===== src/include/vdp_glue_settings.svh =====
`ifndef VDP_GLUE_SETTINGS_SVH
`define VDP_GLUE_SETTINGS_SVH

// address widths, vdp side and sdram side
`define VDP_VRAM_AW  17
`define VDP_MEM_AW   21

`define VDP_BYTE_W   8

// colour widths in and out
`define VDP_VIDEO_W  6
`define VDP_DVI_W    8

`define VDP_ADC_W    12
`define VDP_AUDIO_W  16  // one audio sample
`endif


===== src/verilog/vdp_av_pkg.sv =====
`include "vdp_glue_settings.svh"

package vdp_av_pkg;

    // raw colour from the vdp core
    typedef struct packed {
        logic [`VDP_VIDEO_W-1:0] r;
        logic [`VDP_VIDEO_W-1:0] g;
        logic [`VDP_VIDEO_W-1:0] b;
    } vdp_rgb_t;

    typedef struct packed {
        logic [`VDP_DVI_W-1:0] r;
        logic [`VDP_DVI_W-1:0] g;
        logic [`VDP_DVI_W-1:0] b;
    } dvi_rgb_t;  // widened for the video encoder

    typedef logic [`VDP_ADC_W-1:0]   adc_word_t;
    typedef logic [`VDP_AUDIO_W-1:0] audio_sample_t;

endpackage


===== src/verilog/vdp_bus_pkg.sv =====
`include "vdp_glue_settings.svh"

package vdp_bus_pkg;

    // ------------------------------
    // host and vdp core side
    // ------------------------------
    typedef logic [`VDP_BYTE_W-1:0]   byte_t;
    typedef logic [2*`VDP_BYTE_W-1:0] cpu_adr_t;  // only the mode bits are set

    // host strobes, both active low
    typedef struct packed {
        logic rd_n;
        logic wr_n;
    } cs_pair_t;

    typedef logic [`VDP_VRAM_AW-1:0] vram_adr_t;  // bit 16 picks the byte lane

    // ------------------------------
    // sdram command side
    // ------------------------------
    typedef logic [`VDP_MEM_AW-1:0]   mem_adr_t;
    typedef logic [2*`VDP_BYTE_W-1:0] mem_word_t;
    typedef logic [1:0]               mem_mask_t;  // high bit is the high byte

    typedef enum logic [1:0] {
        SLOT_ACCESS  = 2'd0,  // vram read or write goes out here
        SLOT_WAIT    = 2'd1,
        SLOT_REFRESH = 2'd2,
        SLOT_SETTLE  = 2'd3
    } vram_slot_e;

endpackage


===== src/verilog/vdp_glue_ifs.sv =====
`timescale 1ns/1ps

// ------------------------------
// cpu request towards the vdp core
// ------------------------------
interface cpu_req_if;

    logic                  req;  // one-cycle strobe, no handshake
    logic                  wrt;  // 1 for a port write
    vdp_bus_pkg::cpu_adr_t adr;
    vdp_bus_pkg::byte_t    dbo;

    // wrt, adr and dbo qualify the same cycle as req
    modport port_side (output req, output wrt, output adr, output dbo);
    modport core_side (input req, input wrt, input adr, input dbo);

endinterface

// ------------------------------
// vram commands to the sdram controller
// ------------------------------
interface vram_cmd_if;

    logic                   read;     // pulses
    logic                   write;
    logic                   refresh;
    vdp_bus_pkg::mem_adr_t  addr;     // held from one access to the next
    vdp_bus_pkg::mem_word_t din;
    vdp_bus_pkg::mem_mask_t wdm;

    modport seq_side (
        output read, output write, output refresh,
        output addr, output din,   output wdm
    );

    modport mem_side (
        input read, input write, input refresh,
        input addr, input din,   input wdm
    );

endinterface


===== src/verilog/av_output_stage.sv =====
`timescale 1ns/1ps
`include "vdp_glue_settings.svh"

module av_output_stage (
    input  logic                      clk_w,
    input  logic                      reset_n_w,
    input  logic                      scanline_en,
    input  logic                      line_odd,
    input  vdp_av_pkg::vdp_rgb_t      vdp_rgb,
    input  logic                      adc_valid,
    input  vdp_av_pkg::adc_word_t     adc_data,
    output vdp_av_pkg::dvi_rgb_t      dvi_rgb,
    output vdp_av_pkg::audio_sample_t sample_out
);

    localparam int PAD_W = `VDP_DVI_W - `VDP_VIDEO_W;

    vdp_av_pkg::audio_sample_t sample_cap;
    logic                      dim;

    // widen one colour, halved on a dimmed line
    function automatic logic [`VDP_DVI_W-1:0] map_colour(
        input logic [`VDP_VIDEO_W-1:0] c,
        input logic                    half
    );
        if (half) return {1'b0, c, {(PAD_W-1){1'b0}}};
        return {c, {PAD_W{1'b0}}};
    endfunction

    assign dim = scanline_en && line_odd;

    always_ff @(posedge clk_w or negedge reset_n_w) begin
        if (!reset_n_w) begin
            dvi_rgb    <= '0;
            sample_cap <= '0;
        end else begin
            dvi_rgb.r <= map_colour(vdp_rgb.r, dim);
            dvi_rgb.g <= map_colour(vdp_rgb.g, dim);
            dvi_rgb.b <= map_colour(vdp_rgb.b, dim);
            if (adc_valid) sample_cap <= {2'b00, adc_data[`VDP_ADC_W-1 -: 10], 4'b0000};
        end
    end

    // two more stages before the sample leaves
    sync_pipe #(
        .T           (vdp_av_pkg::audio_sample_t),
        .RESET_VALUE ('0)
    ) i_sample_pipe (
        .clk_w     (clk_w),
        .reset_n_w (reset_n_w),
        .d         (sample_cap),
        .q         (sample_out)
    );

endmodule


===== src/verilog/cpu_bus_port.sv =====
`timescale 1ns/1ps

module cpu_bus_port (
    input  logic               clk_w,
    input  logic               reset_n_w,
    input  logic               csr_n,
    input  logic               csw_n,
    input  logic [1:0]         mode,
    input  vdp_bus_pkg::byte_t cd_in,
    cpu_req_if.port_side       req
);

    typedef enum logic {
        REQ_IDLE,
        REQ_WAIT  // request sent, wait for the strobes to move
    } req_state_e;

    localparam vdp_bus_pkg::cs_pair_t CS_IDLE = '{rd_n: 1'b1, wr_n: 1'b1};

    vdp_bus_pkg::cs_pair_t cs_raw;
    vdp_bus_pkg::cs_pair_t cs_sync;    // output of the synchronizer
    vdp_bus_pkg::cs_pair_t cs_sync_d;
    vdp_bus_pkg::cs_pair_t cs_hold;    // last agreed level
    vdp_bus_pkg::cs_pair_t cs_filt;
    vdp_bus_pkg::cs_pair_t cs_latch;   // pair seen when the request went out
    req_state_e            state;
    logic                  fire;

    assign cs_raw.rd_n = csr_n;
    assign cs_raw.wr_n = csw_n;

    sync_pipe #(
        .T           (vdp_bus_pkg::cs_pair_t),
        .RESET_VALUE (CS_IDLE)
    ) i_cs_sync (
        .clk_w     (clk_w),
        .reset_n_w (reset_n_w),
        .d         (cs_raw),
        .q         (cs_sync)
    );

    // ------------------------------
    // hysteresis, move only when both stages agree
    // ------------------------------
    always_comb begin
        cs_filt.rd_n = (cs_sync.rd_n == cs_sync_d.rd_n) ? cs_sync.rd_n : cs_hold.rd_n;
        cs_filt.wr_n = (cs_sync.wr_n == cs_sync_d.wr_n) ? cs_sync.wr_n : cs_hold.wr_n;
    end

    assign fire = (state == REQ_IDLE) && (cs_filt.rd_n ^ cs_filt.wr_n);  // exactly one strobe

    always_ff @(posedge clk_w or negedge reset_n_w) begin
        if (!reset_n_w) begin
            cs_sync_d <= CS_IDLE;
            cs_hold   <= CS_IDLE;
            cs_latch  <= CS_IDLE;
            state     <= REQ_IDLE;
            req.req   <= 1'b0;
            req.wrt   <= 1'b0;
        end else begin
            cs_sync_d <= cs_sync;
            cs_hold   <= cs_filt;
            req.req   <= fire;
            if (fire) begin
                req.wrt  <= ~cs_filt.wr_n;
                cs_latch <= cs_filt;
                state    <= REQ_WAIT;
            end else if (state == REQ_WAIT && cs_filt != cs_latch) begin
                state <= REQ_IDLE;  // re-arm
            end
        end
    end

    always_ff @(posedge clk_w) begin
        if (fire) begin
            req.adr <= vdp_bus_pkg::cpu_adr_t'(mode);
            req.dbo <= cd_in;
        end
    end

endmodule


===== src/verilog/sync_pipe.sv =====
`timescale 1ns/1ps

module sync_pipe #(
    parameter type T = logic,
    parameter T RESET_VALUE = '0
) (
    input  logic clk_w,
    input  logic reset_n_w,
    input  T     d,
    output T     q
);

    T stage1;  // first flop, may go metastable

    always_ff @(posedge clk_w or negedge reset_n_w) begin
        if (!reset_n_w) begin
            stage1 <= RESET_VALUE;
            q      <= RESET_VALUE;
        end else begin
            stage1 <= d;
            q      <= stage1;
        end
    end

endmodule


===== src/verilog/vdp_glue_top.sv =====
`timescale 1ns/1ps

module vdp_glue_top (
    input  logic                      clk_w,
    input  logic                      reset_n_w,

    // host bus
    input  logic                      csr_n,
    input  logic                      csw_n,
    input  logic [1:0]                mode,
    input  vdp_bus_pkg::byte_t        cd_in,
    output vdp_bus_pkg::byte_t        cd_out,
    output logic                      cd_oe,

    // vdp core
    input  vdp_bus_pkg::byte_t        vdp_dbi,
    output logic                      vdp_req,
    output logic                      vdp_wrt,
    output vdp_bus_pkg::cpu_adr_t     vdp_adr,
    output vdp_bus_pkg::byte_t        vdp_dbo,
    input  logic                      dl_clk,
    input  logic                      dh_clk,
    input  logic                      vram_we_n,
    input  logic                      vram_re_n,
    input  vdp_bus_pkg::vram_adr_t    vram_adr,
    input  vdp_bus_pkg::byte_t        vram_dbo,

    // sdram controller
    input  logic                      mem_busy,
    output logic                      mem_read,
    output logic                      mem_write,
    output logic                      mem_refresh,
    output vdp_bus_pkg::mem_adr_t     mem_addr,
    output vdp_bus_pkg::mem_word_t    mem_din,
    output vdp_bus_pkg::mem_mask_t    mem_wdm,

    // video and audio
    input  logic                      scanline_en,
    input  logic                      line_odd,
    input  vdp_av_pkg::vdp_rgb_t      vdp_rgb,
    input  logic                      adc_valid,
    input  vdp_av_pkg::adc_word_t     adc_data,
    output vdp_av_pkg::dvi_rgb_t      dvi_rgb,
    output vdp_av_pkg::audio_sample_t sample_out
);

    cpu_req_if  cpu_req ();
    vram_cmd_if vram_cmd ();

    // read data goes straight back while csr_n is low
    assign cd_oe  = ~csr_n;
    assign cd_out = vdp_dbi;

    cpu_bus_port i_cpu_bus_port (
        .clk_w     (clk_w),
        .reset_n_w (reset_n_w),
        .csr_n     (csr_n),
        .csw_n     (csw_n),
        .mode      (mode),
        .cd_in     (cd_in),
        .req       (cpu_req.port_side)
    );

    assign vdp_req = cpu_req.req;
    assign vdp_wrt = cpu_req.wrt;
    assign vdp_adr = cpu_req.adr;
    assign vdp_dbo = cpu_req.dbo;

    vram_sequencer i_vram_sequencer (
        .clk_w     (clk_w),
        .reset_n_w (reset_n_w),
        .dl_clk    (dl_clk),
        .dh_clk    (dh_clk),
        .vram_we_n (vram_we_n),
        .vram_re_n (vram_re_n),
        .vram_adr  (vram_adr),
        .vram_dbo  (vram_dbo),
        .mem_busy  (mem_busy),
        .cmd       (vram_cmd.seq_side)
    );

    assign mem_read    = vram_cmd.read;
    assign mem_write   = vram_cmd.write;
    assign mem_refresh = vram_cmd.refresh;
    assign mem_addr    = vram_cmd.addr;
    assign mem_din     = vram_cmd.din;
    assign mem_wdm     = vram_cmd.wdm;

    av_output_stage i_av_output_stage (
        .clk_w       (clk_w),
        .reset_n_w   (reset_n_w),
        .scanline_en (scanline_en),
        .line_odd    (line_odd),
        .vdp_rgb     (vdp_rgb),
        .adc_valid   (adc_valid),
        .adc_data    (adc_data),
        .dvi_rgb     (dvi_rgb),
        .sample_out  (sample_out)
    );

endmodule


===== src/verilog/vram_sequencer.sv =====
`timescale 1ns/1ps

module vram_sequencer (
    input  logic                   clk_w,
    input  logic                   reset_n_w,
    input  logic                   dl_clk,
    input  logic                   dh_clk,
    input  logic                   vram_we_n,
    input  logic                   vram_re_n,
    input  vdp_bus_pkg::vram_adr_t vram_adr,
    input  vdp_bus_pkg::byte_t     vram_dbo,
    input  logic                   mem_busy,
    vram_cmd_if.seq_side           cmd
);

    vdp_bus_pkg::vram_slot_e slot;
    logic                    take_access;

    // vdp memory phase open and controller ready
    assign take_access = (slot == vdp_bus_pkg::SLOT_ACCESS) && dl_clk && dh_clk && !mem_busy;

    // ------------------------------
    // slot stepping and command pulses
    // ------------------------------
    always_ff @(posedge clk_w or negedge reset_n_w) begin
        if (!reset_n_w) begin
            slot        <= vdp_bus_pkg::SLOT_ACCESS;
            cmd.read    <= 1'b0;
            cmd.write   <= 1'b0;
            cmd.refresh <= 1'b0;
        end else begin
            cmd.read    <= 1'b0;
            cmd.write   <= 1'b0;
            cmd.refresh <= 1'b0;
            case (slot)
                vdp_bus_pkg::SLOT_ACCESS: begin
                    if (take_access) begin
                        cmd.write <= ~vram_we_n;
                        cmd.read  <= ~vram_re_n;
                        slot      <= vdp_bus_pkg::SLOT_WAIT;
                    end
                end
                vdp_bus_pkg::SLOT_WAIT: begin
                    if (!mem_busy) slot <= vdp_bus_pkg::SLOT_REFRESH;
                end
                vdp_bus_pkg::SLOT_REFRESH: begin
                    if (!mem_busy) begin
                        cmd.refresh <= 1'b1;  // on the way out of this slot
                        slot        <= vdp_bus_pkg::SLOT_SETTLE;
                    end
                end
                vdp_bus_pkg::SLOT_SETTLE: begin
                    if (!mem_busy) slot <= vdp_bus_pkg::SLOT_ACCESS;
                end
                default: slot <= vdp_bus_pkg::SLOT_ACCESS;
            endcase
        end
    end

    // ------------------------------
    // address and data for the access
    // ------------------------------
    always_ff @(posedge clk_w) begin
        if (take_access) begin
            cmd.addr <= vdp_bus_pkg::mem_adr_t'(vram_adr[15:0]);  // 16-bit word address
            cmd.din  <= {vram_dbo, vram_dbo};                     // byte on both lanes
            // bit 16 selects the lane to write
            cmd.wdm  <= {vram_adr[16], ~vram_adr[16]};
        end
    end

endmodule

===== config.mk =====
export PLATFORM = sky130hd
export DESIGN_NAME = vdp_glue_top
export DESIGN_NICKNAME = d
export VERILOG_FILES = /design/src/verilog/vdp_av_pkg.sv /design/src/verilog/vdp_bus_pkg.sv /design/src/verilog/vdp_glue_ifs.sv /design/src/verilog/av_output_stage.sv /design/src/verilog/cpu_bus_port.sv /design/src/verilog/sync_pipe.sv /design/src/verilog/vdp_glue_top.sv /design/src/verilog/vram_sequencer.sv
export VERILOG_INCLUDE_DIRS = /design/src /design/src/include
export SDC_FILE = /design/constraint.sdc
export NUM_CORES = 1
export LEC_CHECK = 0
export ABC_AREA = 1
export BUFFER_PORTS_ARGS = -buffer_cell sky130_fd_sc_hd__buf_4
export CAP_MARGIN = 20
export CORE_ASPECT_RATIO = 1.75
export CORE_UTILIZATION = 48
export CTS_CLUSTER_SIZE = 8
export DETAILED_ROUTE_END_ITERATION = 8
export PLACE_DENSITY = 0.89
export SKIP_LAST_GASP = 1
export SLEW_MARGIN = 20
export SYNTH_ARGS = -nofsm -noshare
export SYNTH_HDL_FRONTEND = slang
export SYNTH_SLANG_ARGS = --single-unit

===== constraint.sdc =====
create_clock -name clk_w -period 2.65 [get_ports clk_w]
set_input_delay 0.1325 -clock clk_w [delete_from_list [all_inputs] [get_ports clk_w]]
set_output_delay 0.1325 -clock clk_w [all_outputs]
set_load 0.1 [all_outputs]

==> results.cfg <==
[clocking]
clockRootBuffer = clkbuf_16
cts_buffers = 9
cts_max_level = 3
insertion_delay_ns = 0.33
clk_path_buf_depth = 2
clock_sinks = 105
clk_pin_slew_worst_paths_ns = 0.06
cts_tree = built
cts_setup_buffers = 0

[sta]
post-route-period-util_pct = 65.7
finalCriticalPeriod_ns = 1.74
setup_viol = 0
final_hold_viol_count = 0
worstMarginPinSlew_ns = 0.834
rsz0062_at_grt = false
setup_tns_ns = 0
fin_hold_ws_ns = 0.0191
relSlewSlack_pct = 44.4
slew_violations = 0
skew_ns = 0.00779
worst_slack_ns = 0.910
fmax_ghz = 0.575

[die]
fp.dieH_um = 120
dieArea_mm2 = 0.00827
io_pins = 202
coreArea_mm2 = 0.00762
rows = 42
die_width_um = 69.2
start_util_pct = 49.8

[power_and_ir_drop]
power_mw = 4.81
vdd_ir_drop_max_mv = 0.407
leakagePower_nw = 2.68
p_per_area_mw_per_mm2 = 875

[global_routing]
grt_pass1_vias = 2617
grt_overflow = 0
grt_antenna_before_repair = 1
grt_max_degree = 70
grt_pass1_wl_um = 13700
grt_use_total_pct = 22.1

[cells_and_area]
final_util_pct = 72.1
syn2layout_area_growth_pct = 44.9
final_common_cell = buf_4
nets = 552
layout-drive-gt1-share_pct = 40.8
layout_common_cells = buf_4, dfrtp_1, nand2_1, dlygate4sd3_1, edfxtp_1
instances_no_fill = 557
fin_area_mm2 = 0.00549

[drt]
drt-total-wl_um = 8740
postRouteAntennaNets = 0
drc = 0
drtPass1Iterations = 4
drtIter0Drc = 208
wl_per_cell_um = 15.7
via_per_inst = 4.57
via_count = 2548

[placed_design]
gp_congestion = 0.780
place_worst_setup_slack_ns = 0.973
dp_hpwl_um = 5530
portBuffers = 155
placed_cell_area_mm2 = 0.00483
place_inst = 499

[min_path]
hp-class = in -> reg

[worst_setup_path]
end_kind = register
crit_type = reg -> reg
cp-start-kind = register
arrival_ns = 1.72
critPathMaxFanout = 11
reg2reg_slack_ns = 0.91
cp.required_ns = 2.63

[status]
status = completed

[logic_synthesis]
synth_seq_cells = 105
synthCells = 276
syn_avg_cell_area_um2 = 13.7
yosys_warnings = 0
ys_seq_area_share_pct = 74.4
syn_area_mm2 = 0.00379
synth.distinct_cells = 18

[run]
max-cap-violations = 0
[power breakdown]
part	internal (mW)	total (mW)	switching, mW
Sequential	1.90	1.99	0.0875
Clock	0.621	1.15	0.531
Combinational	0.348	1.66	1.32
[repair_timing]
| item | in CTS | in global routing |
|---|---|---|
| hold buffers | 41 | 0 |
| endpoints found under the hold margin | 99 | 0 |
| resized for setup | 0 | 0 |
[path summary, 6_finish.rpt]
check	cells past startpoint	end	from
min reg2reg	0	i_av_output_stage.i_sample_pipe.q[5]	i_av_output_stage.i_sample_pipe.stage1[5]
max in group asynchronous	2	i_av_output_stage.dvi_rgb[17]	reset_n_w
min in group asynchronous	2	i_av_output_stage.i_sample_pipe.stage1[5]	reset_n_w
min	3	i_av_output_stage.dvi_rgb[18]	vdp_rgb[12]
max reg2reg	6	i_cpu_bus_port.req.dbo[1]	i_cpu_bus_port.i_cs_sync.q[0]
max	6	i_cpu_bus_port.req.dbo[1]	i_cpu_bus_port.i_cs_sync.q[0]
[cell type report]
class	count	area, um2
clock inverters	6	25.0
fillers	478	2130
inverters	27	101
diodes	1	2.50
well taps	88	110
flip-flops and latches	105	2820
repair buffers	197	1580
clock buffers	10	229
multi-input cells	123	623
[Yosys cell counts]
master / count / area, um2
o21ai_0: 17 / 85.1
ha_1: 4 / 50.1
buf_4: 44 / 330
clkbuf_1: 2 / 7.51
conb_1: 1 / 3.75
buf_2: 2 / 10.0
inv_1: 27 / 101
nand3_2: 1 / 10.0
nor2_2: 1 / 6.26
nand3b_1: 1 / 7.51
dfstp_2: 10 / 263
dfrtp_1: 59 / 1480
nor2_1: 12 / 45.0
nand2_1: 41 / 154
mux2_2: 10 / 113
a21oi_2: 2 / 17.5
nand3_1: 6 / 30.0
edfxtp_1: 36 / 1080
[registers in the layout, indices dropped and copies added (netlist names), 2 cells and up]
register,cells
i_av_output_stage.dvi_rgb,21
i_vram_sequencer.cmd.addr,16
i_av_output_stage.i_sample_pipe.q,10
i_av_output_stage.i_sample_pipe.stage1,10
i_av_output_stage.sample_cap,10
i_cpu_bus_port.req.dbo,8
i_vram_sequencer.cmd.din,8
i_cpu_bus_port.cs_hold,2
i_cpu_bus_port.cs_latch,2
i_cpu_bus_port.cs_sync_d,2
i_cpu_bus_port.i_cs_sync.q,2
i_cpu_bus_port.i_cs_sync.stage1,2
i_cpu_bus_port.req.adr,2
i_vram_sequencer.cmd.wdm,2
i_vram_sequencer.slot,2
[routing by layer]
layer	GRT usage (%)	share of wire, %
met1	23.8	35
met5	0	0
met2	39.0	55
met4	12.4	3.7
met3	5.79	6.8
[cells by family after synthesis]
| kind of cell | after synthesis | synth area share, % |
|---|---|---|
| flops | 105 | 74.4 |
| buf+inv | 75 | 11.8 |
| simple gates | 62 | 6.67 |
| compound gates | 19 | 2.71 |
| mux | 10 | 2.97 |
| fa+ha+maj | 4 | 1.32 |
| other cells | 1 | 0.0989 |
[critical path: stages, from the launching register on]
cell	delay [ns]
dfstp_2	0.55
nand2_1	0.09
nand2_1	0.10
nand2_1	0.10
nand2_1	0.09
nand3_2	0.12
inv_1	0.35
Power figures use the tool's default switching activity.
